$ cat src/logic/golf_fixed_pkg.sv
`default_nettype none

package golf_fixed_pkg;

    typedef logic [15:0] fix_t;    // 8.8 unsigned, positions and speeds
    typedef logic [15:0] angle_t;  // Whole degrees, 0 to 359

    localparam int ANGLE_FULL = 360;

    // Speed loss per frame, in speed LSBs
    localparam fix_t GRASS_DECEL = 16'd2;
    localparam fix_t SAND_DECEL  = 16'd10;

    localparam fix_t HOLE_SPEED   = 16'h0080;  // Ball drops below 0.5 per frame
    localparam fix_t PROBE_OFFSET = 16'h0070;  // Edge probes sit 0.44 tile out

    localparam logic [7:0] HOLE_FRACTION = 8'h80;  // Centre of the hole tile

    localparam int TRIG_STEP = 5;    // Degrees per table entry
    localparam int TRIG_ONE  = 256;  // Table value for 1.0

endpackage

`default_nettype wire

$ cat src/logic/golf_game_pkg.sv
`default_nettype none

package golf_game_pkg;

    typedef enum logic [1:0] {
        hole  = 2'd0,
        wall  = 2'd1,
        grass = 2'd2,
        sand  = 2'd3
    } terrain_e;

    typedef enum logic [1:0] {
        resting  = 2'd0,
        moving   = 2'd1,
        wall_hit = 2'd2,
        in_hole  = 2'd3
    } game_state_e;

    typedef struct packed {
        golf_fixed_pkg::fix_t   pos_x;
        golf_fixed_pkg::fix_t   pos_y;
        golf_fixed_pkg::fix_t   speed;      // Distance per frame
        golf_fixed_pkg::angle_t direction;  // 0 is +x, 90 is +y
    } ball_t;

    // Terrain under the ball centre and at the four edge points
    typedef struct packed {
        terrain_e centre;
        terrain_e x_plus;
        terrain_e y_plus;
        terrain_e x_minus;
        terrain_e y_minus;
    } probe_t;

    typedef struct packed {
        logic                 fire;
        golf_fixed_pkg::fix_t speed;
    } shot_t;

    typedef struct packed {
        logic [8:0] cos_mag;  // 0 to 256
        logic [8:0] sin_mag;
        logic       cos_neg;
        logic       sin_neg;
    } trig_t;

endpackage

`default_nettype wire

$ cat src/logic/aim_control.sv
`timescale 1ns/1ps
`default_nettype none

module aim_control #(
    parameter int ANGLE_STEP_CYCLES = 1111111
) (
    input  logic                   clk_in,
    input  logic                   arst_n,
    input  logic                   pan_left,
    input  logic                   pan_right,
    input  logic                   user_rdy,
    input  golf_fixed_pkg::fix_t   user_input,
    output golf_fixed_pkg::angle_t cam_angle,
    output golf_game_pkg::shot_t   shot
);

    localparam int CNT_W = $clog2(ANGLE_STEP_CYCLES + 1);
    localparam logic [CNT_W-1:0] CNT_LAST = CNT_W'(ANGLE_STEP_CYCLES - 1);
    localparam golf_fixed_pkg::angle_t ANGLE_MAX = 16'(golf_fixed_pkg::ANGLE_FULL - 1);

    logic             pan_one;   // Exactly one button held
    logic             pan_step;  // Hold period complete
    logic [CNT_W-1:0] hold_cnt;

    assign pan_one  = pan_left ^ pan_right;
    assign pan_step = pan_one && (hold_cnt == CNT_LAST);

    always_ff @(posedge clk_in or negedge arst_n) begin
        if (!arst_n) begin
            hold_cnt <= '0;
        end else if (!pan_one || pan_step) begin
            hold_cnt <= '0;  // Release, both held, or step taken
        end else begin
            hold_cnt <= hold_cnt + 1'b1;
        end
    end

    always_ff @(posedge clk_in or negedge arst_n) begin
        if (!arst_n) begin
            cam_angle <= '0;
        end else if (pan_step) begin
            if (pan_left) begin
                cam_angle <= (cam_angle == ANGLE_MAX) ? '0 : cam_angle + 1'b1;
            end else begin
                cam_angle <= (cam_angle == '0) ? ANGLE_MAX : cam_angle - 1'b1;
            end
        end
    end

    // Shot is the registered user request
    always_ff @(posedge clk_in or negedge arst_n) begin
        if (!arst_n) begin
            shot <= '0;
        end else begin
            shot.fire  <= user_rdy;
            shot.speed <= user_input;
        end
    end

endmodule

`default_nettype wire

$ cat config.mk
export PLATFORM = sky130hd
export DESIGN_NAME = aim_control
export DESIGN_NICKNAME = d
export VERILOG_FILES = /design/src/logic/golf_fixed_pkg.sv /design/src/logic/golf_game_pkg.sv /design/src/logic/aim_control.sv
export SDC_FILE = /design/constraint.sdc
export NUM_CORES = 1
export LEC_CHECK = 0
export BUFFER_PORTS_ARGS = -buffer_cell sky130_fd_sc_hd__buf_2
export CAP_MARGIN = 20
export CELL_PAD_IN_SITES_DETAIL_PLACEMENT = 0
export CELL_PAD_IN_SITES_GLOBAL_PLACEMENT = 1
export CORE_MARGIN = 10
export CORE_UTILIZATION = 25
export CTS_BUF_LIST = sky130_fd_sc_hd__clkbuf_4 sky130_fd_sc_hd__clkbuf_8
export DETAILED_ROUTE_END_ITERATION = 12
export PLACE_DENSITY = 0.63
export SLEW_MARGIN = 20
export SYNTH_ARGS = -nofsm -noshare
export SYNTH_HDL_FRONTEND = slang
export SYNTH_SLANG_ARGS = --single-unit
$ cat constraint.sdc
create_clock -name clk_in -period 2.4 [get_ports clk_in]
set_clock_uncertainty 0.2 [all_clocks]
set_input_delay 0.6 -clock clk_in [delete_from_list [all_inputs] [get_ports clk_in]]
set_output_delay 0.6 -clock clk_in [all_outputs]
set_load 0.05 [all_outputs]
==> impl_results.md <==
* Largest net degree at the start of global routing at 55
* DP Worst Slack at around 0.11 ns
* Maxcap violations at 0
* Top cell type's share of synthesized area at 0.469
* DP Area at ~3500 um2
* Synth area leaders: dfrtp_1 47%, nor2_1 4.4%, a21oi_1 3.5%
* Fin crit share at 0.954
* Netlist cell types at roughly 60
* First-pass GRT wire length at around 13 mm
* Crit. Startpoint: cam_angle[0]
* Setup CP Type: reg -> reg
* Starting Density at 0.253
* Vias in the first global route at 2,660
* Crit path time final at approximately 2.3 ns
* Hold_ws at approximately 0.064 ns
* Ports at 54
* Outcome: complete, no violations
* Relative slew slack at 0.729
* DR vias at between 2,000 and 3,000
* Post-route setup slack at roughly 0.11 ns
* Cells after Synth at 304
* Post-DP HPWL at roughly 5.9 mm
* H-tree Lvls at 2
* Crit path largest cell delay at 0.51 ns
* TritonCTS clock tree: yes
* Post-placement cell count at between 500 and 600
* Clock latency on the worst-skew pair at around 0.32 ns
* Share of layout cells above drive strength 1 at 0.320
* Die area at 16,200 um2
* Area of the multi-input gates at 1430 um2
* Tightest Hold Check Type: in -> async
* Clock Pin Slew Worst Setup and Hold Paths at roughly 0.1 ns
* Initial antenna violation count at 0
* Synth-to-Final Area Change at 26.0%
* Crit-path cells: inv_1 > ha_1 > or3b_2 > nor3_1 > nand2_1 > a221oi_1 > a211oi_1
* FF-to-FF Start: cam_angle[0]
* Delay-heaviest family, CP: simple AND/OR/NAND/NOR gates
* DRC errors left at 0
* Core ar. at approximately 11,000 um2
* Initial DRC count at between 150 and 200
* Clk sinks at 54
* Mean Syn Cell Area at roughly 9.5 um2
* Final Core Density at 0.319
* CTS Buffer Depth at 2
* Number of synthesized flops with an enable pin at 0
* Die height at ~130 um
* Layout Cells excl Fill at roughly 520
* Commonest non-fill, non-tap cell in the layout: buf_2
* DIE WIDTH at around 130 um
* Post-synth top flop: dfrtp_1
* CP Data Required Time at around 2.4 ns
* Nets at 403
* Final GP Congestion at between 0.8 and 0.9
* Largest area contributor in the netlist: dfrtp_1
* Worst Path Buf+Inv at 1
* Leakage power at around 1.6 nW
* CTS buffer count at 5
* Fillers at ~1,200
* Register Area at roughly 1400 um2
* RSZ-0062 raised after global routing: no
* PortBufs at 53
* Final slew viol count at 0
* Yosys reg bits at between 50 and 60
* Syn nets at 330
* Cts repair resizes at 0
* DR pass1 iterations at 4
* Drt wl/cell at about 15 um
* Cell Pwr Density at 499 nW/um2
* Final Power at around 1.8 mW
* Critical Path End Type: register
* Hold Vio Cnt, Final at 0
* Crit path launch type: register
* Antenna fix cells at 0
* Reg2Reg Setup Slack at 0.11 ns
* Root Buffer: clkbuf_8
* Post-synthesis sequential area ratio at 0.469
* Rows at 39
* Arrival time at the worst endpoint at around 2.3 ns
* Drt total wl at 7.91 mm
* Tot GR Track Use at 0.0982
* Measured slew at the worst slew-check pin at between 0.3 and 0.4 ns
* Vias per cell at roughly 4.9
* # hold bufs at CTS at 0
* Async SR Flop Fraction at 1.00
* Post-CTS setup repair buffer count at 0
* Worst-case reg-to-reg path depth at 7
* Setup violators final at 0
* Most frequent cells in the layout: 53 x buf_2, 44 x dfrtp_1, 33 x nor2_1
* Grt total ovfl at 0
* VDD IR-drop max at around 260 uV
* Synthesized cell area at just under 3000 um2
* Antenna-violating nets left at 0
* Slowest CP cell: or3b_2
* Yosys warnings at 0
* Top achievable clock speed at 0.437 GHz
* Worst-path fanout max at 7
* R2r endpoint: cam_angle[6]
* Design Area, Final at 3630 um2
* TNS Setup at 0 ns
==> synthesized netlist by cell type (all sizes together) (2+ instances only) <==
library cell   n
a22oi          2
nor2          36
xnor2          8
nor4           6
nor3b          2
nor4b          3
clkbuf         9
inv            8
and4           2
and3           6
a31oi          3
nand4          9
buf            9
dfrtp         54
nand3         17
ha             5
nand3b         2
a221oi         4
xor2          11
o22ai          4
o21ai         21
nor3          11
a21oi         20
or3            9
o31ai          2
nand2         21
==> how the worst max path moves through the flow <==
stage	endpoint	slack [ns]	depth (start not counted)
floorplan	cam_angle[12]	0.004	8
global placement	cam_angle[10]	0.16	8
detailed placement	cam_angle[10]	0.11	8
CTS	cam_angle[10]	0.06	8
global route	cam_angle[6]	0.004	7
finish	cam_angle[6]	0.11	7
==> power by group <==
group / total (mW) / switching, mW / internal [mW]
sequential: 0.944 / 0.0111 / 0.932
clock: 0.676 / 0.332 / 0.344
combinational: 0.191 / 0.136 / 0.0548
==> final cells by class <==
cell class                 instances  share of cell area
sequential                        54               0.376
tap                              143              0.0493
timing repair buffer              84               0.141
clock buffer                       6              0.0228
inverter                           8             0.00827
clock inverter                     2              0.0107
multi-input combinational        224               0.393
==> flip-flops by register name (all words and copies together) (netlist names) <==
signal     count
hold_cnt      21
cam_angle     16
shot          17
==> cell families after synthesis <==
kind of cell	count (synthesis)	synth area share
AOI/OAI and AO/OA	69	0.156
adders and majority gates	5	0.0217
and+or+nand+nor	131	0.251
xor gates and xnor gates	19	0.0578
buffers and inverters	26	0.0452
DFF	54	0.469
==> routing by layer <==
layer	wire length, um	GRT usage
met5	0	0
met4	95	0.0348
met3	440	0.0269
met2	3890	0.159
met1	3480	0.122
No activity file was read; power rests on OpenSTA's default activity.
