$ cat src/logic/golf_fixed_pkg.sv
`default_nettype none

package golf_fixed_pkg;

    typedef logic [15:0] fix_t;    // 8.8 unsigned, positions and speeds
    typedef logic [15:0] angle_t;  // Whole degrees, 0 to 359

    localparam int ANGLE_FULL = 360;

    // Speed loss per frame, in speed LSBs
    localparam fix_t GRASS_DECEL = 16'd2;
    localparam fix_t SAND_DECEL  = 16'd10;

    localparam fix_t HOLE_SPEED   = 16'h0080;  // Ball drops below 0.5 per frame
    localparam fix_t PROBE_OFFSET = 16'h0070;  // Edge probes sit 0.44 tile out

    localparam logic [7:0] HOLE_FRACTION = 8'h80;  // Centre of the hole tile

    localparam int TRIG_STEP = 5;    // Degrees per table entry
    localparam int TRIG_ONE  = 256;  // Table value for 1.0

endpackage

`default_nettype wire

$ cat src/logic/golf_game_pkg.sv
`default_nettype none

package golf_game_pkg;

    typedef enum logic [1:0] {
        hole  = 2'd0,
        wall  = 2'd1,
        grass = 2'd2,
        sand  = 2'd3
    } terrain_e;

    typedef enum logic [1:0] {
        resting  = 2'd0,
        moving   = 2'd1,
        wall_hit = 2'd2,
        in_hole  = 2'd3
    } game_state_e;

    typedef struct packed {
        golf_fixed_pkg::fix_t   pos_x;
        golf_fixed_pkg::fix_t   pos_y;
        golf_fixed_pkg::fix_t   speed;      // Distance per frame
        golf_fixed_pkg::angle_t direction;  // 0 is +x, 90 is +y
    } ball_t;

    // Terrain under the ball centre and at the four edge points
    typedef struct packed {
        terrain_e centre;
        terrain_e x_plus;
        terrain_e y_plus;
        terrain_e x_minus;
        terrain_e y_minus;
    } probe_t;

    typedef struct packed {
        logic                 fire;
        golf_fixed_pkg::fix_t speed;
    } shot_t;

    typedef struct packed {
        logic [8:0] cos_mag;  // 0 to 256
        logic [8:0] sin_mag;
        logic       cos_neg;
        logic       sin_neg;
    } trig_t;

endpackage

`default_nettype wire

$ cat src/logic/ball_physics.sv
`timescale 1ns/1ps
`default_nettype none

module ball_physics #(
    parameter int START_X = 4,
    parameter int START_Y = 4
) (
    input  logic                       clk_in,
    input  logic                       arst_n,
    input  logic                       new_frame,
    input  golf_fixed_pkg::angle_t     cam_angle,
    input  golf_game_pkg::shot_t       shot,
    input  golf_game_pkg::probe_t      probe,
    input  golf_game_pkg::trig_t       trig,
    output golf_game_pkg::ball_t       ball,
    output golf_game_pkg::game_state_e state,
    output logic                       stroke
);

    logic                   wall_vertical;  // Last wall was found on an x probe
    logic [23:0]            prod_x, prod_y;
    golf_fixed_pkg::fix_t   step_x, step_y;
    golf_fixed_pkg::fix_t   decel;
    golf_fixed_pkg::fix_t   speed_dec;
    golf_fixed_pkg::angle_t dir_vertical;
    golf_fixed_pkg::angle_t dir_horizontal;

    // Per-frame displacement is (speed * magnitude) >> 8
    assign prod_x = 24'(ball.speed) * 24'(trig.cos_mag);
    assign prod_y = 24'(ball.speed) * 24'(trig.sin_mag);
    assign step_x = prod_x[23:8];
    assign step_y = prod_y[23:8];

    always_comb begin
        case (probe.centre)
            golf_game_pkg::grass: decel = golf_fixed_pkg::GRASS_DECEL;
            golf_game_pkg::sand:  decel = golf_fixed_pkg::SAND_DECEL;
            default:              decel = '0;  // No friction on hole or wall
        endcase
    end

    assign speed_dec = (ball.speed > decel) ? ball.speed - decel : '0;

    // Reflected directions (180 - d) mod 360 and (360 - d) mod 360
    assign dir_vertical = (ball.direction <= 16'd180) ? 16'd180 - ball.direction
                                                      : 16'd540 - ball.direction;
    assign dir_horizontal = (ball.direction == '0) ? '0
                          : 16'(golf_fixed_pkg::ANGLE_FULL) - ball.direction;

    always_ff @(posedge clk_in or negedge arst_n) begin
        if (!arst_n) begin
            state          <= golf_game_pkg::resting;
            ball.pos_x     <= {8'(START_X), 8'h00};
            ball.pos_y     <= {8'(START_Y), 8'h00};
            ball.speed     <= '0;
            ball.direction <= '0;
            wall_vertical  <= 1'b0;
            stroke         <= 1'b0;
        end else begin
            stroke <= 1'b0;
            case (state)
                golf_game_pkg::resting: begin
                    ball.direction <= cam_angle;  // Aim follows the camera
                    if (shot.fire) begin
                        ball.speed <= shot.speed;
                        stroke     <= 1'b1;
                        state      <= golf_game_pkg::moving;
                    end
                end

                golf_game_pkg::moving: begin
                    if (new_frame) begin
                        if (probe.centre == golf_game_pkg::hole &&
                            ball.speed < golf_fixed_pkg::HOLE_SPEED) begin
                            ball.pos_x[7:0] <= golf_fixed_pkg::HOLE_FRACTION;
                            ball.pos_y[7:0] <= golf_fixed_pkg::HOLE_FRACTION;
                            state           <= golf_game_pkg::in_hole;
                        end else if (ball.speed == '0) begin
                            state <= golf_game_pkg::resting;
                        end else if (probe.x_plus == golf_game_pkg::wall) begin
                            ball.pos_x    <= {ball.pos_x[15:8], 8'h00};  // Snap left
                            wall_vertical <= 1'b1;
                            state         <= golf_game_pkg::wall_hit;
                        end else if (probe.y_plus == golf_game_pkg::wall) begin
                            ball.pos_y    <= {ball.pos_y[15:8], 8'h00};
                            wall_vertical <= 1'b0;
                            state         <= golf_game_pkg::wall_hit;
                        end else if (probe.x_minus == golf_game_pkg::wall) begin
                            ball.pos_x    <= {ball.pos_x[15:8] + 8'd1, 8'h00};
                            wall_vertical <= 1'b1;
                            state         <= golf_game_pkg::wall_hit;
                        end else if (probe.y_minus == golf_game_pkg::wall) begin
                            ball.pos_y    <= {ball.pos_y[15:8] + 8'd1, 8'h00};
                            wall_vertical <= 1'b0;
                            state         <= golf_game_pkg::wall_hit;
                        end else begin
                            ball.speed <= speed_dec;
                            ball.pos_x <= trig.cos_neg ? ball.pos_x - step_x
                                                       : ball.pos_x + step_x;
                            ball.pos_y <= trig.sin_neg ? ball.pos_y - step_y
                                                       : ball.pos_y + step_y;
                        end
                    end
                end

                golf_game_pkg::wall_hit: begin
                    if (new_frame) begin
                        ball.direction <= wall_vertical ? dir_vertical : dir_horizontal;
                        state          <= golf_game_pkg::moving;
                    end
                end

                golf_game_pkg::in_hole: begin
                    // Ball stays centred in the cup until reset
                    ball.pos_x[7:0] <= golf_fixed_pkg::HOLE_FRACTION;
                    ball.pos_y[7:0] <= golf_fixed_pkg::HOLE_FRACTION;
                end

                default: state <= golf_game_pkg::resting;
            endcase
        end
    end

endmodule

`default_nettype wire

$ cat config.mk
export PLATFORM = sky130hd
export DESIGN_NAME = ball_physics
export DESIGN_NICKNAME = d
export VERILOG_FILES = /design/src/logic/golf_fixed_pkg.sv /design/src/logic/golf_game_pkg.sv /design/src/logic/ball_physics.sv
export SDC_FILE = /design/constraint.sdc
export NUM_CORES = 1
export LEC_CHECK = 0
export BUFFER_PORTS_ARGS = -buffer_cell sky130_fd_sc_hd__buf_2
export CAP_MARGIN = 20
export CORE_AREA = 2 2 162 179
export DETAILED_ROUTE_END_ITERATION = 8
export DIE_AREA = 0 0 164 181
export PLACE_DENSITY = 0.82
export SLEW_MARGIN = 20
export SYNTH_ARGS = -nofsm -noshare
export SYNTH_HDL_FRONTEND = slang
export SYNTH_SLANG_ARGS = --single-unit
export TNS_END_PERCENT = 1
$ cat constraint.sdc
create_clock -name clk_in -period 21.1 [get_ports clk_in]
set_input_delay 3.165 -clock clk_in [delete_from_list [all_inputs] [get_ports clk_in]]
set_output_delay 3.165 -clock clk_in [all_outputs]
set_load 0.005 [all_outputs]
==> impl_results.md <==
* TNS Setup at 0 ns
* Finished Core Util at 58.50%
* Grt met2 use at 46.08%
* Worst path top cell family by delay: adder cells
* TritonCTS Sinks at 68
* Slew HR at 28.80%
* FILL cells at 2449
* Worst Path Required at 21.38 ns
* Yosys Warn Count at 0
* ANT cells at 0
* Max-Cap Viols at 0
* Worst-path clk slew at 0.06 ns
* Top-count cell post-synth: inv_1
* CP Buf/Inv Count at 6
* Core ar. at 27790 sq um
* Synthesized flop and latch total at 68
* GR Util met1 at 36.27%
* Pre-antenna DRT Iters at 6
* PostCTS Resize Cnt at 0
* Yosys top cell by area: fa_1
* Final wirelength at 39.08 mm
* RSZ-0062 raised after global routing: no
* Synth top area share at 25.94%
* Ports at 133
* Mean number of vias per cell at 5.780
* HP Class: reg -> reg
* Status: finished, final reports clean
* Global-route wire length before repair at 66.77 mm
* Gr ovfl total at 0
* Fin crit period at 9.974 ns
* Die Height at 181 um
* Register area share after synthesis at 11.26%
* Vias in the first global route at 13930
* Detailed placement HPWL at 30.18 mm
* Critical Path Start Type: input pin
* Crit path max-delay cell type: o41ai_1
* H-tree depth at 3
* EDFF count, synth at 0
* Total CTS buffers at 9
* GRT Max-Usage Layer: met2
* Async SR Flop Fraction at 100.0%
* Fmax at 0.1003 GHz
* GR Layer Usage met3 at 3.650%
* Largest cells by area after synthesis: fa_1 26%, dfrtp_1 11%, ha_1 9.6%
* Final-report setup violation count at 0
* Die Span X at 164 um
* Initial DRC count at 1029
* Initial antenna violation count at 0
* Worst-margin pin slew at 1.068 ns
* Clock Skews at 0.009864 ns
* Syn Nets at 2303
* Synth-to-Final Area Change at 7.452%
* Slew Viols, Final at 0
* Flop2flop setup slack at 13.12 ns
* Layout cell share with drive strength beyond 1 at 9.187%
* Most Frequent Cell on Critical Path: inv_1
* Synth top cells by count: 304 x inv_1, 256 x nand2_1, 196 x fa_1
* Critical path type: in -> reg
* # DRC at 0
* Worst Path Arrival at 10.25 ns
* Clock Latency Late Sink at 0.35 ns
* Initial core utilization at 54.44%
* Mapped Cells at 1925
* Fin crit share at 47.27%
* DIE AREA at 29680 sq um
* CTS tree: built
* GP Congestion at 0.9296
* Unique masters post-synth at 73
* Mapped cell area at 15130 sq um
* Gr usage total at 27.43%
* Root buffer cell: clkbuf_16
* Drt wl/cell at 16.67 um
* Largest net degree at the start of global routing at 69
* Crit path max fanout at 16
* Buffer count from post-CTS setup fixing at 0
* Synthesized area per cell at 7.859 sq um
* # hold bufs at CTS at 0
* Post-route antenna net violation count at 0
* Largest stage delay, worst path at 0.57 ns
* Main synth FF type: dfrtp_1
* Port Buffer Count at 132
* Nets at 2354
* Routed via count at 13550
* Row Count at 64
* Max Root-Sink Buffers at 2
* Final Hold Viols at 0
* Worst setup EP type: flop
worst register-to-register path: cells and delay by family, from the launching register on:
family / cells / cell delay, ns
DFF: 1 / 1.04
adders and majority gates: 7 / 2.58
xor gates and xnor gates: 3 / 0.47
buffers and inverters: 5 / 0.31
and+or+nand+nor: 6 / 1.02
AOI/OAI and AO/OA: 11 / 2.49
layout by cell type (no fill, tap or decap), types with 15 or more instances in the layout:
master,Yosys,routed
o21ai_0,107,106
dfrtp_1,66,66
a21o_1,19,19
nand3_1,28,28
nand2b_1,15,15
o31ai_1,19,19
a21oi_1,96,96
xor2_1,27,27
nor2_1,102,102
inv_1,304,304
nor3_1,43,43
and2_1,146,146
buf_2,1,132
ha_1,116,116
xnor2_1,71,71
nand2_1,256,256
fa_1,196,196
final cells by class:
type | count | area [sq um] | area share (%)
clock buffers | 10 | 229.0 | 1.409
clock inverters | 6 | 88.84 | 0.5465
inverters | 305 | 1145 | 7.043
multi-input cells | 1449 | 11890 | 73.15
flip-flops and latches | 68 | 1704 | 10.48
well taps | 363 | 454.2 | 2.794
repair buffers | 143 | 743.2 | 4.572
cells by family (layout without fill, tap and decap cells):
family          count (synthesis)  count (layout)  share of synthesized area (%)
mux                            11              11                         0.7526
fa+ha+maj                     313             313                          35.60
compound gates                365             365                          15.36
simple gates                  661             661                          21.07
buf+inv                       408             464                          10.13
flops                          68              68                          11.26
xor+xnor                       99              99                          5.823
registers in the layout, summed over array words and instances (netlist names):
| register | cells |
|---|---|
| ball | 64 |
| state | 2 |
| stroke | 1 |
| wall_vertical | 1 |
through the flow:
| step | instances | hold slack [ns] | area [sq um] | worst slack [ns] |
|---|---|---|---|---|
| 4_1_cts | 2344 | 0.5231 | 16260 | 11.26 |
| 6_report | 2344 | 0.5217 | 16260 | 11.13 |
| 5_1_grt | 2344 | 0.5675 | 16260 | 10.68 |
| 3_3_place_gp | 2328 | 0.4902 | 15940 | 11.14 |
| 2_1_floorplan | 1925 | 0.4944 | 15130 | 11.66 |
| 3_5_place_dp | 2328 | 0.5068 | 15940 | 10.92 |
routing by layer:
metal  wire length [um]  part of all wire, %
met1              16210                   41
met2              19070                   49
met3               2652                  6.8
met4               1143                  2.9
met5                  0                    0
final timing paths:
kind | cells after the start | endpoint | startpoint
max in group asynchronous | 2 | ball[56]$_DFFE_PN0P_ | arst_n
min in group asynchronous | 2 | ball[15]$_DFFE_PN0P_ | arst_n
setup / recovery | 33 | ball[46]$_DFFE_PN0P_ | trig[4]
setup reg to reg | 32 | ball[46]$_DFFE_PN0P_ | ball[20]$_DFFE_PN0P_
hold / removal | 2 | ball[37]$_DFFE_PN0P_ | ball[37]$_DFFE_PN0P_
hold reg to reg | 2 | ball[37]$_DFFE_PN0P_ | ball[37]$_DFFE_PN0P_
Power is left out: the tool's default activity adds up to more than one toggle a clock period on the data nets, which glitch-free logic cannot reach.
