**config.mk**
```make
export PLATFORM = sky130hd
export DESIGN_NAME = scorecard
export DESIGN_NICKNAME = d
export VERILOG_FILES = /design/src/logic/golf_fixed_pkg.sv /design/src/logic/golf_game_pkg.sv /design/src/logic/scorecard.sv
export SDC_FILE = /design/constraint.sdc
export NUM_CORES = 1
export LEC_CHECK = 0
export BUFFER_PORTS_ARGS = -buffer_cell sky130_fd_sc_hd__buf_2
export CAP_MARGIN = 10
export CORE_MARGIN = 5
export CORE_UTILIZATION = 37
export CTS_CLUSTER_DIAMETER = 30
export DETAILED_ROUTE_END_ITERATION = 8
export HOLD_SLACK_MARGIN = 0.02
export PLACE_DENSITY = 0.76
export SLEW_MARGIN = 40
export SYNTH_ARGS = -nofsm -noshare
export SYNTH_HDL_FRONTEND = slang
export SYNTH_SLANG_ARGS = --single-unit
```
**constraint.sdc**
```tcl
create_clock -name clk_in -period 1.5 [get_ports clk_in]
set_clock_uncertainty 0.05 [all_clocks]
set_input_delay 0.15 -clock clk_in [delete_from_list [all_inputs] [get_ports clk_in]]
set_output_delay 0.15 -clock clk_in [all_outputs]
set_load 0.1 [all_outputs]
```
**src/logic/golf_fixed_pkg.sv**
```systemverilog
`default_nettype none

package golf_fixed_pkg;

    typedef logic [15:0] fix_t;    // 8.8 unsigned, positions and speeds
    typedef logic [15:0] angle_t;  // Whole degrees, 0 to 359

    localparam int ANGLE_FULL = 360;

    // Speed loss per frame, in speed LSBs
    localparam fix_t GRASS_DECEL = 16'd2;
    localparam fix_t SAND_DECEL  = 16'd10;

    localparam fix_t HOLE_SPEED   = 16'h0080;  // Ball drops below 0.5 per frame
    localparam fix_t PROBE_OFFSET = 16'h0070;  // Edge probes sit 0.44 tile out

    localparam logic [7:0] HOLE_FRACTION = 8'h80;  // Centre of the hole tile

    localparam int TRIG_STEP = 5;    // Degrees per table entry
    localparam int TRIG_ONE  = 256;  // Table value for 1.0

endpackage

`default_nettype wire

```
**src/logic/golf_game_pkg.sv**
```systemverilog
`default_nettype none

package golf_game_pkg;

    typedef enum logic [1:0] {
        hole  = 2'd0,
        wall  = 2'd1,
        grass = 2'd2,
        sand  = 2'd3
    } terrain_e;

    typedef enum logic [1:0] {
        resting  = 2'd0,
        moving   = 2'd1,
        wall_hit = 2'd2,
        in_hole  = 2'd3
    } game_state_e;

    typedef struct packed {
        golf_fixed_pkg::fix_t   pos_x;
        golf_fixed_pkg::fix_t   pos_y;
        golf_fixed_pkg::fix_t   speed;      // Distance per frame
        golf_fixed_pkg::angle_t direction;  // 0 is +x, 90 is +y
    } ball_t;

    // Terrain under the ball centre and at the four edge points
    typedef struct packed {
        terrain_e centre;
        terrain_e x_plus;
        terrain_e y_plus;
        terrain_e x_minus;
        terrain_e y_minus;
    } probe_t;

    typedef struct packed {
        logic                 fire;
        golf_fixed_pkg::fix_t speed;
    } shot_t;

    typedef struct packed {
        logic [8:0] cos_mag;  // 0 to 256
        logic [8:0] sin_mag;
        logic       cos_neg;
        logic       sin_neg;
    } trig_t;

endpackage

`default_nettype wire

```
**src/logic/scorecard.sv**
```systemverilog
`timescale 1ns/1ps
`default_nettype none

module scorecard (
    input  logic                       clk_in,
    input  logic                       arst_n,
    input  golf_game_pkg::ball_t       ball_next,
    input  golf_game_pkg::game_state_e state,
    input  logic                       stroke,
    output golf_game_pkg::ball_t       ball,
    output golf_game_pkg::game_state_e game_state,
    output logic [7:0]                 score
);

    always_ff @(posedge clk_in or negedge arst_n) begin
        if (!arst_n) begin
            score      <= '0;
            game_state <= golf_game_pkg::resting;
        end else begin
            if (stroke && score != 8'hFF) begin
                score <= score + 8'd1;  // Saturates at 255
            end
            game_state <= state;
        end
    end

    // Registered ball for the game outputs
    always_ff @(posedge clk_in) begin
        ball <= ball_next;
    end

endmodule

`default_nettype wire

```
==> qor.csv, run 1 <==
metric,value,unit
result_of_the_run,"finished, final reports clean",
postLayoutSetupSlackWorst,0.0650,ns
setup_violations,0,
p_clk_share,25.7,%
cts.path.max_buffers,2,
clock_latency,0.33,ns
fin_crit_sh,95.7,%
cts_made_buffers,9,
critPathArrivalTime,1.60,ns
worst_pin_slew,0.521,ns
critical_path.max_stage_delay,0.45,ns
boundaryPins,143,
share_comb_of_total_power,34.9,%
route.detailed.vias_per_inst,4.47,
fin_crit,1.44,ns
critPathRequiredTime,1.66,ns
pre_cts_slack,0.0712,ns
timing.critical_path.buf_inv,0,
maxSlewViolCount,0,
wl_per_cell,18.9,um
clock_tree_from_tritoncts,built,
htreeDepth,3,
row_count,24,
fp.coreArea,0.00444,mm^2
rsz0062_at_grt,false,
netSwitchingFraction,42.3,%
post_layout_nonfiller_instances,381,
synthesis.instances,101,
vias,1704,
grt_first_pass_wirelength,11000,um
routed_wirelength,7210,um
intPower,3.47,mW
power.net_switching,2.54,mW
min-delay-start,stroke,
grt_busiest_layer,met2,
placed_cells,295,
startpoint,score[0],
initial_core_util,38.9,%
timing.slew.headroom,65.5,%
grtUsageMet3,10.2,%
cts-root-buf,clkbuf_8,
areaGrowthSynthToFinish,98.4,%
clkSinkCount,74,
place_hpwl,3920,um
timing.critical_path.fanout_max,4,
number_of_enable_type_register_cells_in_the_synthesized_netlist,0,
port-buffer-count,142,
most_used_flip_flop_cell_after_synthesis,dfxtp_1,
hold_class,input pin to register,
layout-drive-gt1-share,52.4,%
first_global_vias,1986,
antenna_violations_before_repair,1,
grt_remaining_overflow,0,
grtUsageTotal,25.0,%
p_seq_share,39.4,%
cap_violations,0,
drtAntennaViolNets,0,
syn_area,0.00173,mm^2
finalHoldWorstSlack,0.0544,ns
final.setup.tns,0,ns
gr-usage-met2,42.6,%
maxClockFrequency,0.697,GHz
synth_sequential_area_ratio,88.6,%
setup.worst_path.start_class,register,
yosys_register_bits,74,
cellLeakagePower,1.66,nW
first_pass_detailed_route_iteration_total,4,
cp_cell_sequence,ha_4 -> nand4_1 -> o21ai_2 -> mux2_1,
finalWeightedCongestion,0.763,
die_height,78.3,um
finalNetCount,393,
power_density,1750,mW/mm^2
timing.critical_path.to_type,register,
die_area,0.00614,mm^2
path_class,register to register,
die_width,78.3,um
synthesis.area_per_instance,17.1,um^2
reg2reg_from,score[0],
postSynthNetCount,171,
hold_violations,0,
stdcell_area,0.00343,mm^2
ys_types,22,
synthArstFlopShare,13.5,%
drc_errors,0,
ys_warn_count,0,
postPlaceCellArea,0.00254,mm^2
vdd_drop_max,1.05,mV
timing.critical_path.slowest_stage_cell,dfrtp_4,
drt_first_iter_violations,46,
grt_max_degree,13,
path_delay_family,flip-flops,
grt_use_met1,25.3,%
clk_transition_reported_paths,0.07,ns
==> metrics by stage <==
step,util [%],power (mW)
2_1_floorplan,-,3.97
3_3_place_gp,57.3,4.31
3_5_place_dp,57.3,4.33
4_1_cts,76.7,5.96
5_1_grt,77.1,6.22
6_report,77.1,6.01
==> per-layer routing <==
layer | vias up | share of wire, %
li1 | 778 | -
met1 | 795 | 34
met2 | 107 | 52
met3 | 24 | 9.6
met4 | 0 | 4.3
met5 | - | 0
==> cells in the mapped netlist (2+ instances only) <==
cell / n / area, um^2
dfxtp_1: 64 / 1280
dfrtp_1: 10 / 250
xnor2_1: 4 / 35.0
a21oi_1: 2 / 10.0
and2_1: 2 / 12.5
nand2_1: 2 / 7.51
nand4_1: 2 / 12.5
==> cell type report <==
class / instances / area, um^2
Sequential cell: 74 / 1550
Timing Repair Buffer: 211 / 1400
Fill cell: 274 / 1020
Multi-Input combinational cell: 26 / 211
Clock buffer: 12 / 145
Tap cell: 52 / 65.1
Clock inverter: 4 / 50.0
Inverter: 1 / 3.75
Antenna cell: 1 / 2.50
==> cell usage in the layout (no fill, tap or decap), drive strengths merged <==
cell | synthesis | routed
o2111ai | 1 | 1
nand2 | 2 | 2
nand3 | 2 | 2
ha | 1 | 1
mux2 | 2 | 2
inv | 1 | 2
nor4b | 1 | 1
and2 | 2 | 2
dfxtp | 64 | 64
dfrtp | 10 | 10
diode | 0 | 1
buf | 0 | 144
dlygate4sd3 | 0 | 67
xnor2 | 4 | 4
and4 | 1 | 1
clkbuf | 0 | 12
nand4 | 2 | 2
o211ai | 1 | 1
nor2 | 1 | 1
a31oi | 1 | 1
or2 | 1 | 1
bufinv | 0 | 1
clkinv | 0 | 2
a21oi | 2 | 2
o21ai | 2 | 2
==> repair_timing <==
item	CTS	global route
gates resized for setup	0	0
setup endpoints to repair	0	1
hold buffers	67	0
buffers inserted	0	2
endpoints found under the hold margin	76	0
==> final timing paths <==
kind / endpoint / slack, ns / cells after the start
worst min register to register: score[4] / 0.49 / 1
worst max-delay path: score[1] / 0.06 / 4
min in group asynchronous: game_state[0] / 0.15 / 2
max in group asynchronous: score[3] / 1.02 / 2
worst max register to register: score[1] / 0.06 / 4
worst min-delay path: score[2] / 0.05 / 2
==> cells by family (layout without fill, tap and decap cells) <==
logic type | count (synthesis) | after routing | share of synthesized area, %
DFF | 74 | 74 | 88.6
muxes | 2 | 2 | 1.30
AOI/OAI and AO/OA | 7 | 7 | 2.68
adders and majority gates | 1 | 1 | 0.724
xor gates and xnor gates | 4 | 4 | 2.03
and+or+nand+nor | 12 | 12 | 4.42
other | 0 | 1 | 0
buffers and inverters | 1 | 228 | 0.217
==> flip-flops by register name (all words and copies together) (netlist names) <==
signal	flops
game_state	2
ball	64
score	8
==> power groups by stage <==
stage | clock [mW] | combinational, mW | sequential (mW)
floorplan | 0 | 0.203 | 3.77
global placement | 0 | 1.92 | 2.39
detailed placement | 0 | 1.93 | 2.40
CTS | 1.54 | 2.07 | 2.36
global route | 1.66 | 2.17 | 2.39
finish | 1.55 | 2.10 | 2.37
Power figures use the tool's default switching activity.
==> run 2, diff against run 1 <==
==> constraint.sdc (replaced) <==
create_clock -name clk_in -period 1.5 [get_ports clk_in]
set_clock_uncertainty 0.05 [all_clocks]
set_input_delay 0.3 -clock clk_in [delete_from_list [all_inputs] [get_ports clk_in]]
set_output_delay 0.3 -clock clk_in [all_outputs]
set_load 0.1 [all_outputs]
==> run 2 against run 1 <==
Effect of this change:
- design area up 3.5%
- total power up 6.2%
- non-clock buffer count unchanged
- sequential power about the same
- critical path depth down 3
- utilization up 2.7 points
- global-route usage down 1.2 points
- via count down 0.12%
- sequential cell count unchanged
- worst hold slack worse by 0.0095 ns
==> qor.csv, run 2 (synthesized netlist as in run 1, its figures left out) <==
metric,value,unit,change
overall_power_of_the_completed_layout,6.39,mW,was 6.01 mW
registers.top_by_ff_count,ball,,unchanged
maxClockFrequency,0.680,GHz,was 0.697 GHz
path_delay_family,buffers and inverters,,was flip-flops
fin_crit,1.47,ns,was 1.44 ns
timing.critical_path.fanout_max,1,,was 4
timing.reg2reg.worst_path_depth,4,,unchanged
hold_class,input pin to register,,unchanged
met2RoutedLength,3660,um,was 3750 um
path_class,register to output pin,,was register to register
share_comb_of_total_power,37.8,%,was 34.9%
layout_top_registers,"ball x64, score x8, game_state x2",,unchanged
route.detailed.vias_per_inst,4.48,,was 4.47
placed_cells,296,,was 295
clkSinkCount,74,,unchanged
pre_cts_slack,0.0564,ns,was 0.0712 ns
drc_errors,0,,unchanged
final.fill_count,234,,was 274
netSwitchingFraction,41.1,%,was 42.3%
wl_met3,646,um,was 691 um
power.net_switching,2.63,mW,was 2.54 mW
place_hpwl,3890,um,was 3920 um
cellLeakagePower,1.70,nW,was 1.66 nW
timing.critical_path.buf_inv,1,,was 0
finalWeightedCongestion,0.753,,was 0.763
first_global_vias,1965,,was 1986
drt_first_iter_violations,44,,was 46
num_antenna_cells,0,,was 1
vdd_drop_max,1.21,mV,was 1.05 mV
worst_pin_slew,0.531,ns,was 0.521 ns
post_layout_nonfiller_instances,380,,was 381
cp_cell_sequence,buf_2,,was ha_4 -> nand4_1 -> o21ai_2 -> mux2_1
timing.critical_path.slowest_stage_cell,buf_2,,was dfrtp_4
timing.critical_path.to_type,output pin,,was register
power_density,1800,mW/mm^2,was 1750 mW/mm^2
hold-path-cell-count,1,,was 2
timing.slew.headroom,64.9,%,was 65.5%
areaGrowthSynthToFinish,105,%,was 98.4%
die_width,78.3,um,unchanged
critPathRequiredTime,1.15,ns,was 1.66 ns
grt_remaining_overflow,0,,unchanged
hold_violations,0,,unchanged
clk_transition_reported_paths,0.08,ns,was 0.07 ns
critical_path.max_stage_delay,0.44,ns,was 0.45 ns
p_seq_share,37.6,%,was 39.4%
mostFrequentLayoutCell,buf_2,,unchanged
boundaryPins,143,,unchanged
routed_wirelength,7080,um,was 7210 um
p_clk_share,24.6,%,was 25.7%
finalNetCount,393,,unchanged
clock_latency,0.33,ns,about the same
initial_core_util,38.9,%,unchanged
clock_tree_from_tritoncts,built,,unchanged
wl_per_cell,18.6,um,was 18.9 um
die_area,0.00614,mm^2,unchanged
largest_reg_flops,64,,unchanged
setup.worst_path.start_class,register,,unchanged
grtUsageTotal,23.8,%,was 25.0%
vias,1702,,was 1704
cts_made_buffers,9,,unchanged
intPower,3.76,mW,was 3.47 mW
fin_crit_sh,98.0,%,was 95.7%
cap_violations,0,,unchanged
final.setup.tns,0,ns,unchanged
finalHoldWorstSlack,0.0449,ns,was 0.0544 ns
rsz0062_at_grt,true,,was false
drtAntennaViolNets,0,,unchanged
maxSlewViolCount,0,,unchanged
critPathArrivalTime,1.12,ns,was 1.60 ns
postLayoutSetupSlackWorst,0.0299,ns,was 0.0650 ns
cts-root-buf,clkbuf_8,,unchanged
row_count,24,,unchanged
worst-path-stages,1,,was 4
fp.coreArea,0.00444,mm^2,unchanged
cts.path.max_buffers,2,,unchanged
result_of_the_run,"finished, final reports clean",,unchanged
grt_max_degree,14,,was 13
setup_violations,0,,unchanged
drt-met1-wl,2480,um,was 2460 um
port-buffer-count,142,,unchanged
layout-drive-gt1-share,53.4,%,was 52.4%
antenna_violations_before_repair,0,,was 1
grt_first_pass_wirelength,10600,um,was 11000 um
die_height,78.3,um,unchanged
layout.cells.most_common_list,"buf_2 (126), dlygate4sd3_1 (66), dfxtp_1 (64)",,"was buf_2 (142), dlygate4sd3_1 (67), dfxtp_1 (64)"
top_sig_layer,met4,,unchanged
first_pass_detailed_route_iteration_total,4,,unchanged
htreeDepth,3,,unchanged
[run 2: cell types whose count changed in the layout (fill, tap and decap cells not counted), moves of 2 or more]
cell	before	now
buf_4	2	4
clkbuf_4	0	8
clkbuf_1	2	0
buf_12	0	6
buf_2	142	126
[run 2: metrics by stage]
step | instance area, um^2 | util, %
finish | 3550 | 79.9
global placement | 2640 | 59.5
floorplan | 1770 | -
global route | 3550 | 79.9
detailed placement | 2640 | 59.5
CTS | 3480 | 78.4
[run 2: path summary, 6_finish.rpt]
| kind | from | to | slack [ns] |
|---|---|---|---|
| setup reg to reg | score[1] | score[1] | 0.05 |
| setup / recovery | ball[35] | ball[35] | 0.03 |
| hold / removal | ball_next[41] | ball[41] | 0.04 |
| min in group asynchronous | arst_n | score[5] | 0.31 |
| max in group asynchronous | arst_n | score[4] | 0.87 |
| hold reg to reg | score[4] | score[4] | 0.51 |
[run 2: power by group through the flow]
stage | Clock, mW | Combinational [mW] | Sequential [mW]
after detailed placement | 0 | 2.21 | 2.44
final | 1.57 | 2.41 | 2.40
after global routing | 1.70 | 2.48 | 2.43
after CTS | 1.57 | 2.36 | 2.40
after floorplan | 0 | 0.203 | 3.77
after global placement | 0 | 2.20 | 2.43
[run 2: timing repair]
item,4_1_cts,5_1_grt
endpoints found under the setup margin,3,10
cloned,0,0
gates resized for setup,3,8
pin swaps,0,2
buffers inserted,0,2
hold buffers,63,3
endpoints found under the hold margin,72,3
[run 2: final cells by class]
cell class,count,area [um^2],share of cell area (%)
clock buffers,10,138,3.88
clock inverters,6,65.1,1.83
repair buffers,211,1510,42.6
inverters,1,3.75,0.106
well taps,52,65.1,1.83
multi-input cells,26,211,5.96
flip-flops and latches,74,1550,43.8
[run 2: routing by layer]
layer	vias up	GRT usage (%)
li1	777	-
met1	791	24.5
met2	112	41.7
met3	22	9.95
met4	0	11.9
met5	-	0
