**config.mk**
```make
export PLATFORM = sky130hd
export DESIGN_NAME = trig_lookup
export DESIGN_NICKNAME = d
export VERILOG_FILES = /design/src/logic/golf_fixed_pkg.sv /design/src/logic/golf_game_pkg.sv /design/src/logic/trig_lookup.sv
export SDC_FILE = /design/constraint.sdc
export NUM_CORES = 1
export LEC_CHECK = 0
export ABC_CLOCK_PERIOD_IN_PS = 14400
export BUFFER_PORTS_ARGS = -buffer_cell sky130_fd_sc_hd__clkbuf_2
export CAP_MARGIN = 20
export CORE_ASPECT_RATIO = 0.5
export CORE_UTILIZATION = 55
export DETAILED_ROUTE_END_ITERATION = 16
export PLACE_DENSITY = 0.84
export SYNTH_ARGS = -nofsm -noshare
export SYNTH_HDL_FRONTEND = slang
export SYNTH_SLANG_ARGS = --single-unit
```
**constraint.sdc**
```tcl
create_clock -name clk_in -period 14.4 [get_ports clk_in]
set_clock_uncertainty 0.15 [all_clocks]
set_input_delay 0.72 -clock clk_in [delete_from_list [all_inputs] [get_ports clk_in]]
set_output_delay 0.72 -clock clk_in [all_outputs]
set_load 0.03 [all_outputs]
```
**src/logic/golf_fixed_pkg.sv**
```systemverilog
`default_nettype none

package golf_fixed_pkg;

    typedef logic [15:0] fix_t;    // 8.8 unsigned, positions and speeds
    typedef logic [15:0] angle_t;  // Whole degrees, 0 to 359

    localparam int ANGLE_FULL = 360;

    // Speed loss per frame, in speed LSBs
    localparam fix_t GRASS_DECEL = 16'd2;
    localparam fix_t SAND_DECEL  = 16'd10;

    localparam fix_t HOLE_SPEED   = 16'h0080;  // Ball drops below 0.5 per frame
    localparam fix_t PROBE_OFFSET = 16'h0070;  // Edge probes sit 0.44 tile out

    localparam logic [7:0] HOLE_FRACTION = 8'h80;  // Centre of the hole tile

    localparam int TRIG_STEP = 5;    // Degrees per table entry
    localparam int TRIG_ONE  = 256;  // Table value for 1.0

endpackage

`default_nettype wire

```
**src/logic/golf_game_pkg.sv**
```systemverilog
`default_nettype none

package golf_game_pkg;

    typedef enum logic [1:0] {
        hole  = 2'd0,
        wall  = 2'd1,
        grass = 2'd2,
        sand  = 2'd3
    } terrain_e;

    typedef enum logic [1:0] {
        resting  = 2'd0,
        moving   = 2'd1,
        wall_hit = 2'd2,
        in_hole  = 2'd3
    } game_state_e;

    typedef struct packed {
        golf_fixed_pkg::fix_t   pos_x;
        golf_fixed_pkg::fix_t   pos_y;
        golf_fixed_pkg::fix_t   speed;      // Distance per frame
        golf_fixed_pkg::angle_t direction;  // 0 is +x, 90 is +y
    } ball_t;

    // Terrain under the ball centre and at the four edge points
    typedef struct packed {
        terrain_e centre;
        terrain_e x_plus;
        terrain_e y_plus;
        terrain_e x_minus;
        terrain_e y_minus;
    } probe_t;

    typedef struct packed {
        logic                 fire;
        golf_fixed_pkg::fix_t speed;
    } shot_t;

    typedef struct packed {
        logic [8:0] cos_mag;  // 0 to 256
        logic [8:0] sin_mag;
        logic       cos_neg;
        logic       sin_neg;
    } trig_t;

endpackage

`default_nettype wire

```
**src/logic/trig_lookup.sv**
```systemverilog
`timescale 1ns/1ps
`default_nettype none

module trig_lookup (
    input  logic                   clk_in,
    input  golf_fixed_pkg::angle_t direction,
    output golf_game_pkg::trig_t   trig
);

    // round(256 * sin(5 * k degrees)), k = 0 to 18
    localparam logic [8:0] SIN_TABLE [19] = '{
        9'd0,   9'd22,  9'd44,  9'd66,  9'd88,
        9'd108, 9'd128, 9'd147, 9'd165, 9'd181,
        9'd196, 9'd210, 9'd222, 9'd232, 9'd241,
        9'd247, 9'd252, 9'd255, 9'(golf_fixed_pkg::TRIG_ONE)
    };

    logic [1:0]  quadrant;
    logic [15:0] quarter;      // Reference angle, 0 to 90
    logic [15:0] quarter_co;   // Complementary angle
    logic [4:0]  sin_idx;
    logic [4:0]  cos_idx;

    always_comb begin
        if (direction < 16'd90) begin
            quadrant = 2'd0;
            quarter  = direction;
        end else if (direction < 16'd180) begin
            quadrant = 2'd1;
            quarter  = 16'd180 - direction;
        end else if (direction < 16'd270) begin
            quadrant = 2'd2;
            quarter  = direction - 16'd180;
        end else begin
            quadrant = 2'd3;
            quarter  = 16'(golf_fixed_pkg::ANGLE_FULL) - direction;
        end
    end

    assign quarter_co = 16'd90 - quarter;
    assign sin_idx    = 5'(quarter / 16'(golf_fixed_pkg::TRIG_STEP));
    assign cos_idx    = 5'(quarter_co / 16'(golf_fixed_pkg::TRIG_STEP));

    always_ff @(posedge clk_in) begin
        trig.sin_mag <= SIN_TABLE[sin_idx];
        trig.cos_mag <= SIN_TABLE[cos_idx];
        trig.cos_neg <= (quadrant == 2'd1) || (quadrant == 2'd2);  // Pointing -x
        trig.sin_neg <= quadrant[1];                                // Pointing -y
    end

endmodule

`default_nettype wire

```
==> results.json, run 1 <==
{
  "status": "finished, final reports clean",
  "synth_warnings": 0,
  "htreeDepth": 1,
  "worstHoldPathType": "in2reg",
  "slowest_stage": "xnor2_1",
  "synthToLayoutAreaGrowth_pct": 3.30,
  "boundaryPins": 37,
  "dp.cells": 980,
  "clock.fmax_ghz": 0.0862,
  "max-slew-margin-rel": 0.302,
  "stdcell_count": 984,
  "max-vdd-ir-drop_mv": 0.137,
  "cts_buffer_depth": 2,
  "overflow": 0,
  "wl_mm": 17.2,
  "grt_start_max_net_pins": 25,
  "critPathTopFamily": "compound AO/OA/AOI/OAI gates",
  "first_pass_iters": 5,
  "power_density_nw_per_um2": 220,
  "worst_slack_ps": 2800,
  "wl_per_cell_um": 17.5,
  "synth_largest_area_cell": "dfxtp_1",
  "setup_viol": 0,
  "syn_area_per_cell_um2": 7.12,
  "cts-root-buf": "clkbuf_16",
  "p_leak_nw": 2.27,
  "rows": 26,
  "cp.arrival_ps": 11620,
  "final_core_util": 0.601,
  "drive_gt1_frac": 0.147,
  "fp.dieArea_um2": 11500,
  "synth_common_cells": "nand2_1, nor2_1, a21oi_1, nor3_1, o21ai_0",
  "drv_slew": 0,
  "synth-seq-cells": 20,
  "startpoint_type": "primary input",
  "cts_setup_buffers": 0,
  "cts_buffers": 3,
  "grt_pass1_vias": 6046,
  "syn_inst": 856,
  "hold_depth": 4,
  "vias_per_cell": 7.16,
  "clkTransAtPathRegs_ps": 60,
  "nFillCells": 1000,
  "final_antenna_net_count": 0,
  "criticalPathCategory": "in2reg",
  "end_kind": "register",
  "largestRegisters": "trig (20)",
  "syn-cell-area_um2": 6100,
  "yosysMostFrequentCell": "nand2_1",
  "cp_num_cells": 37,
  "synth.distinct_cells": 119,
  "largest_register": "trig",
  "grt_antenna_before_repair": 0,
  "rsz0062_at_grt": "false",
  "path_buf_inv": 4,
  "largest_register_ffs": 20,
  "ctsResizeCount": 0,
  "worstMarginPinSlew_ps": 1040,
  "die_h_um": 76.4,
  "track_usage": 0.290,
  "cts_tree": "done",
  "grt_pass1_wl_mm": 28.6,
  "nNetsFinal": 894,
  "synth_edf_count": 0,
  "async_reset_ff_frac": 0,
  "dp_hpwl_mm": 12.9,
  "synthTopCellsByArea": "dfxtp_1, ha_1, a21oi_1",
  "die_w_um": 151,
  "period_minus_slack_ps": 11600,
  "vias": 7042,
  "core_um2": 10500,
  "drtIter0Drc": 905,
  "place_ws_ps": 2900,
  "synth_nets": 904,
  "path_max_fanout": 17,
  "synth_top_area_frac": 0.0657,
  "crit_top_cell": "a21oi_1",
  "synth_seq_area_share": 0.0657,
  "hold_viol_final": 0,
  "cts_sinks": 20,
  "critPathRequiredTime_ps": 14420,
  "totalNegativeSetupSlack_ps": 0,
  "holdBufCountCts": 0,
  "finalCritPeriodShare": 0.805,
  "cp_slowest_stage_delay_ps": 820,
  "maxCapViolCount": 0,
  "gp_congestion": 0.969,
  "synthFlopType": "dfxtp_1",
  "n_antenna_cell": 0,
  "portBuffers": 36,
  "start_util": 0.582,
  "drc_errors": 0
}
-- layout by cell type, fill, tap and decap left out, drive strengths merged, types with 6 or more instances in the layout --
cell type | Yosys | layout
nand2b | 6 | 6
a311oi | 17 | 17
a2111oi | 8 | 8
ha | 31 | 31
nand3 | 32 | 32
o22ai | 7 | 7
o21ai | 54 | 54
nor2 | 83 | 83
nor3 | 44 | 44
or3 | 8 | 8
mux2i | 11 | 11
nor4 | 17 | 17
xnor2 | 37 | 37
a31oi | 21 | 21
o31a | 7 | 7
dfxtp | 20 | 20
and3 | 10 | 10
o31ai | 16 | 16
nand2 | 79 | 79
buf | 35 | 8
inv | 20 | 20
o211ai | 19 | 19
a21oi | 67 | 67
o21a | 8 | 8
a211oi | 25 | 25
or2 | 8 | 8
nand4 | 7 | 7
clkbuf | 24 | 39
or4 | 6 | 6
a21o | 15 | 15
-- cells by family after synthesis --
group,share of synthesized area
AOI/OAI and AO/OA,0.443
xor gates and xnor gates,0.0688
adders and majority gates,0.0688
buffers and inverters,0.0597
DFF,0.0657
muxes,0.0255
and+or+nand+nor,0.269
-- worst paths after layout --
path           from               to
min   direction[15]  trig[0]$_DFF_P_
max    direction[2]  trig[6]$_DFF_P_
-- routing by layer --
layer	part of all wire	track usage	vias to the layer above	wire length, um
li1	-	-	3330	-
met1	0.47	0.433	3295	8040
met2	0.43	0.450	391	7500
met3	0.090	0.0251	26	1560
met4	0.0088	0.0460	0	151
met5	0	0	-	0
-- through the flow --
step	instance area, um2	power (mW)	hold WS [ps]
after global routing	6300	1.52	883
after global placement	6210	1.27	1010
after detailed placement	6210	1.29	1010
final	6300	1.38	864
after CTS	6290	1.36	847
after floorplan	6100	1.08	865
-- cell type report --
class,count,area [um2],area share
clock buffer,3,75.1,0.0119
timing repair buffer,44,240,0.0381
tap,140,175,0.0278
multi-input combinational,757,5330,0.847
sequential,20,400,0.0636
inverter,20,75.1,0.0119
-- where the power goes --
part	switching, mW	internal [mW]
logic	0.775	0.457
clock network	0.0183	0.0365
registers	0.00684	0.0892
Power figures use the tool's default switching activity.
==> run 2, diff against run 1 <==
--- a/config.mk
+++ b/config.mk
@@ -5,13 +5,13 @@
 export SDC_FILE = /design/constraint.sdc
 export NUM_CORES = 1
 export LEC_CHECK = 0
-export ABC_CLOCK_PERIOD_IN_PS = 14400
+export ABC_CLOCK_PERIOD_IN_PS = 9500
 export BUFFER_PORTS_ARGS = -buffer_cell sky130_fd_sc_hd__clkbuf_2
 export CAP_MARGIN = 20
 export CORE_ASPECT_RATIO = 0.5
 export CORE_UTILIZATION = 55
 export DETAILED_ROUTE_END_ITERATION = 16
-export PLACE_DENSITY = 0.84
+export PLACE_DENSITY = 0.87
 export SYNTH_ARGS = -nofsm -noshare
 export SYNTH_HDL_FRONTEND = slang
 export SYNTH_SLANG_ARGS = --single-unit
==> constraint.sdc (replaced) <==
create_clock -name clk_in -period 9.5 [get_ports clk_in]
set_clock_uncertainty 0.15 [all_clocks]
set_input_delay 0.475 -clock clk_in [delete_from_list [all_inputs] [get_ports clk_in]]
set_output_delay 0.475 -clock clk_in [all_outputs]
set_load 0.03 [all_outputs]
==> run 2 against run 1 <==
Against the previous run: core utilization grew 7.9 points; non-clock buffer count grew 74; sequential share of layout area shrank 0.74 points; combinational power increased by 74%; total power up 72%; sequential power grew 50%; critical endpoint is now trig[13]$_DFF_P_; count of clock-buffer cells in the layout rose by 1; largest cell class unchanged; cell count rose by 7.7%; worst setup slack got worse by 2500 ps; first-iteration DRC count rose by 24%.
==> results.json, run 2 (synthesized netlist as in run 1, its figures left out) <==
{
  "cts-root-buf": "clkbuf_16",
  "largest_register": "trig",
  "fp.dieArea_um2": 11500,
  "finalCritPeriodShare": 0.965,
  "status": "finished, final reports clean",
  "synthToLayoutAreaGrowth_pct": 17.0,
  "largestRegisters": "trig (20)",
  "track_usage": 0.313,
  "hold_start": "direction[15]",
  "rows": 26,
  "max-vdd-ir-drop_mv": 0.237,
  "clkTransAtPathRegs_ps": 60,
  "cp_slowest_stage_delay_ps": 550,
  "cp.arrival_ps": 9140,
  "setup_viol": 0,
  "clock.fmax_ghz": 0.109,
  "drive_gt1_frac": 0.260,
  "power_density_nw_per_um2": 334,
  "max-slew-margin-rel": 0.197,
  "wl_per_cell_um": 18.3,
  "startpoint_type": "primary input",
  "htreeDepth": 1,
  "drv_slew": 0,
  "period_minus_slack_ps": 9160,
  "final_common_cell": "buf_4",
  "vias": 7503,
  "grt_pass1_wl_mm": 30.9,
  "vias_per_cell": 7.08,
  "n_antenna_cell": 0,
  "p_leak_nw": 2.68,
  "worstHoldPathType": "in2reg",
  "worstMarginPinSlew_ps": 1200,
  "pwr-share-comb": 0.900,
  "slowest_stage": "or4_1",
  "critPathRequiredTime_ps": 9470,
  "gp_congestion": 0.978,
  "grt_pass1_vias": 6521,
  "dpl_cell_area_um2": 6700,
  "nNetsFinal": 969,
  "drc_errors": 0,
  "cts_buffers": 3,
  "holdBufCountCts": 0,
  "whs_endpoint": "trig[0]$_DFF_P_",
  "layout_common_cells": "buf_4, nor2_1, nand2_1",
  "power.switching_mw": 1.31,
  "first_pass_iters": 6,
  "largest_register_ffs": 20,
  "criticalPathCategory": "in2reg",
  "start_util": 0.582,
  "portBuffers": 36,
  "hold_depth": 5,
  "end_kind": "register",
  "clkPwrFrac": 0.040,
  "die_w_um": 151,
  "dp_hpwl_mm": 14.1,
  "die_h_um": 76.4,
  "cts_buffer_depth": 2,
  "final_core_util": 0.681,
  "p_seq_frac": 0.060,
  "overflow": 0,
  "core_um2": 10500,
  "grt_antenna_before_repair": 0,
  "final_cell_area_um2": 7130,
  "cts_sinks": 20,
  "final_antenna_net_count": 0,
  "wl_mm": 19.4,
  "swShare": 0.552,
  "p_int_mw": 1.07,
  "grt_start_max_net_pins": 21,
  "drtIter0Drc": 1122,
  "hold_viol_final": 0,
  "rsz0062_at_grt": "true",
  "crit_top_cell": "buf_4",
  "whs_ps": 670,
  "boundaryPins": 37,
  "cts_tree": "done",
  "maxCapViolCount": 0,
  "path_max_fanout": 9
}
==> run 2: cell types whose count changed in the layout (fill, tap and decap cells not counted), moves of 3 or more <==
cell       previous run  this run
buf_4                 8        82
a311oi_1             15         8
a311oi_2              2         9
a2111oi_0             5         1
a2111oi_1             0         3
a21oi_1              60        57
o21ai_0              41        38
==> run 2: power by group through the flow <==
| stage | combinational [mW] | clock (mW) | sequential (mW) |
|---|---|---|---|
| detailed placement | 1.99 | 0 | 0.146 |
| global placement | 1.92 | 0 | 0.145 |
| floorplan | 1.41 | 0 | 0.223 |
| finish | 2.14 | 0.0953 | 0.144 |
| CTS | 2.02 | 0.0962 | 0.144 |
| global route | 2.34 | 0.0999 | 0.149 |
==> run 2: what timing repair did <==
item / in CTS / in global routing
setup buffers: 0 / 11
setup endpoints to repair: 0 / 14
gates resized for setup: 0 / 54
==> run 2: routing by layer <==
metal	share of wire	vias to the layer above	GRT usage	routed length, um
li1	-	3474	-	-
met1	0.42	3458	0.447	8180
met2	0.45	515	0.507	8730
met3	0.11	56	0.0383	2200
met4	0.016	0	0.0460	316
met5	0	-	0	0
==> run 2: layout make-up <==
type | count | area, um2
clock buffer | 4 | 88.8
timing repair buffer | 118 | 796
sequential | 20 | 400
inverter | 20 | 78.8
tap | 140 | 175
multi-input combinational | 758 | 5590
fill | 838 | 3350
==> run 2: critical path, delay by kind of cell <==
family | cells | cell delay (ps)
mux | 3 | 480
fa+ha+maj | 3 | 900
compound gates | 15 | 3290
buf+inv | 10 | 1520
xor+xnor | 2 | 510
simple gates | 8 | 1930
==> run 2: stage by stage <==
step                setup WS, ps  std cells  TNS, ps  power [mW]
CTS                         14.1       1048        0        2.26
detailed placement          -159       1044     -303        2.14
global placement            83.3       1044        0        2.06
floorplan                    530        856        0        1.64
global route               -94.5       1060     -279        2.59
finish                       336       1060        0        2.38
==> run 2: worst max-delay path by stage <==
| stage | start | to | slack (ps) | cells after the start |
|---|---|---|---|---|
| after floorplan | direction[3] | trig[15]$_DFF_P_ | 530 | 38 |
| after global placement | direction[2] | trig[15]$_DFF_P_ | 80 | 37 |
| after detailed placement | direction[2] | trig[15]$_DFF_P_ | -160 | 37 |
| after CTS | direction[2] | trig[15]$_DFF_P_ | 10 | 38 |
| after global routing | direction[2] | trig[15]$_DFF_P_ | -90 | 41 |
| final | direction[2] | trig[13]$_DFF_P_ | 340 | 41 |
==> run 3, diff against run 2 <==
--- a/config.mk
+++ b/config.mk
@@ -12,6 +12,7 @@
 export CORE_UTILIZATION = 55
 export DETAILED_ROUTE_END_ITERATION = 16
 export PLACE_DENSITY = 0.87
+export RECOVER_POWER = 25
 export SYNTH_ARGS = -nofsm -noshare
 export SYNTH_HDL_FRONTEND = slang
 export SYNTH_SLANG_ARGS = --single-unit
==> run 3 against run 2 <==
Against the previous run: cell area decreased by 0.16%; core utilization decreased by 0.11 points; combinational power about the same; hold slack got worse by 7.9 ps; via count increased by 0.52%; critical endpoint unchanged; sequential power about the same; largest cell class unchanged; critical path type unchanged; maximum frequency decreased by 0.48%.
==> results.json, run 3 (synthesized netlist as in run 1, its figures left out) <==
{
  "p_leak_nw": 2.66,
  "first_pass_iters": 6,
  "grt_start_max_net_pins": 21,
  "cts_buffer_depth": 2,
  "final_common_cell": "buf_4",
  "swShare": 0.553,
  "p_int_mw": 1.06,
  "hold_viol_final": 0,
  "drive_gt1_frac": 0.250,
  "totalNegativeSetupSlack_ps": 0,
  "startpoint_type": "primary input",
  "wl_mm": 19.4,
  "cts_sinks": 20,
  "worstMarginPinSlew_ps": 1200,
  "multi_input_area_um2": 5590,
  "largest_register_ffs": 20,
  "finalCritPeriodShare": 0.969,
  "largest_register": "trig",
  "largestRegisters": "trig (20)",
  "pwr-share-comb": 0.900,
  "dp.cells": 1044,
  "cts-root-buf": "clkbuf_16",
  "period_minus_slack_ps": 9210,
  "start_util": 0.582,
  "cp_slowest_stage_delay_ps": 560,
  "htreeDepth": 1,
  "nFillCells": 844,
  "max-slew-margin-rel": 0.197,
  "drv_slew": 0,
  "fp.dieArea_um2": 11500,
  "grt_pass1_wl_mm": 30.9,
  "hold_start": "direction[15]",
  "track_usage": 0.313,
  "drc_errors": 0,
  "stdcell_count": 1060,
  "nNetsFinal": 969,
  "portBuffers": 36,
  "grt_pass1_vias": 6521,
  "clkPwrFrac": 0.040,
  "setup_viol": 0,
  "end_kind": "register",
  "status": "finished, final reports clean",
  "holdBufCountCts": 0,
  "maxCapViolCount": 0,
  "rsz0062_at_grt": "true",
  "synthToLayoutAreaGrowth_pct": 16.8,
  "vias": 7542,
  "cts_buffers": 3,
  "worstHoldPathType": "in2reg",
  "grt_antenna_before_repair": 0,
  "boundaryPins": 37,
  "criticalPathCategory": "in2reg",
  "layout_common_cells": "buf_4, nor2_1, nand2_1",
  "total_power_mw": 2.38,
  "critPathRequiredTime_ps": 9470,
  "core_um2": 10500,
  "clkTransAtPathRegs_ps": 60,
  "power.switching_mw": 1.32,
  "startpoint": "direction[2]",
  "dp_hpwl_mm": 14.1,
  "overflow": 0,
  "die_w_um": 151,
  "seq_area_um2": 400,
  "vias_per_cell": 7.12,
  "die_h_um": 76.4,
  "gp_congestion": 0.978,
  "n_antenna_cell": 0,
  "path_max_fanout": 11,
  "crit_top_cell": "nand2_1",
  "clock.fmax_ghz": 0.109,
  "p_seq_frac": 0.060,
  "cp.arrival_ps": 9180,
  "power_density_nw_per_um2": 334,
  "final_antenna_net_count": 0,
  "slowest_stage": "a311o_2",
  "cts_tree": "done",
  "max-vdd-ir-drop_mv": 0.239,
  "drtIter0Drc": 1105,
  "wl_per_cell_um": 18.3,
  "rows": 26
}
-- run 3: power by group through the flow --
stage | clock network, mW | registers [mW] | logic (mW)
floorplan | 0 | 0.223 | 1.41
detailed placement | 0 | 0.146 | 1.99
global placement | 0 | 0.145 | 1.92
finish | 0.0953 | 0.143 | 2.14
CTS | 0.0962 | 0.144 | 2.02
global route | 0.0999 | 0.149 | 2.33
-- run 3: repair_timing --
action | CTS | global route
endpoints found under the setup margin | 0 | 14
setup buffers | 0 | 11
resized for setup | 0 | 54
-- run 3: final cells by class --
| type | instances | area share |
|---|---|---|
| multi-input combinational | 758 | 0.785 |
| inverter | 20 | 0.0111 |
| sequential | 20 | 0.0562 |
| timing repair buffer | 118 | 0.110 |
| tap | 140 | 0.0246 |
| clock buffer | 4 | 0.0125 |
-- run 3: worst paths after layout --
check	cells after the start	endpoint
max	38	trig[13]$_DFF_P_
min	5	trig[0]$_DFF_P_
-- run 3: per-layer routing --
layer | global-route usage | wire length (um) | vias up
met1 | 0.447 | 8230 | 3474
met3 | 0.0383 | 2110 | 59
met5 | 0 | 0 | -
li1 | - | - | 3480
met2 | 0.507 | 8720 | 529
met4 | 0.0460 | 349 | 0
-- run 3: worst max-delay path, delay by kind of cell --
kind	cells	cell delay [ps]
adder cells (fa/ha/maj)	3	910
multiplexers	3	480
AO/OA/AOI/OAI	17	4490
XOR/XNOR	2	510
buffers and inverters	5	640
AND/OR/NAND/NOR	8	1650
-- run 3: through the flow --
stage,utilization,setup slack [ps],cell area (um2),hold WS [ps]
finish,0.680,292,7120,662
global route,0.680,-94.5,7120,693
CTS,0.648,14.1,6780,633
detailed placement,0.639,-159,6700,767
global placement,0.639,83.3,6700,767
floorplan,-,530,6100,620
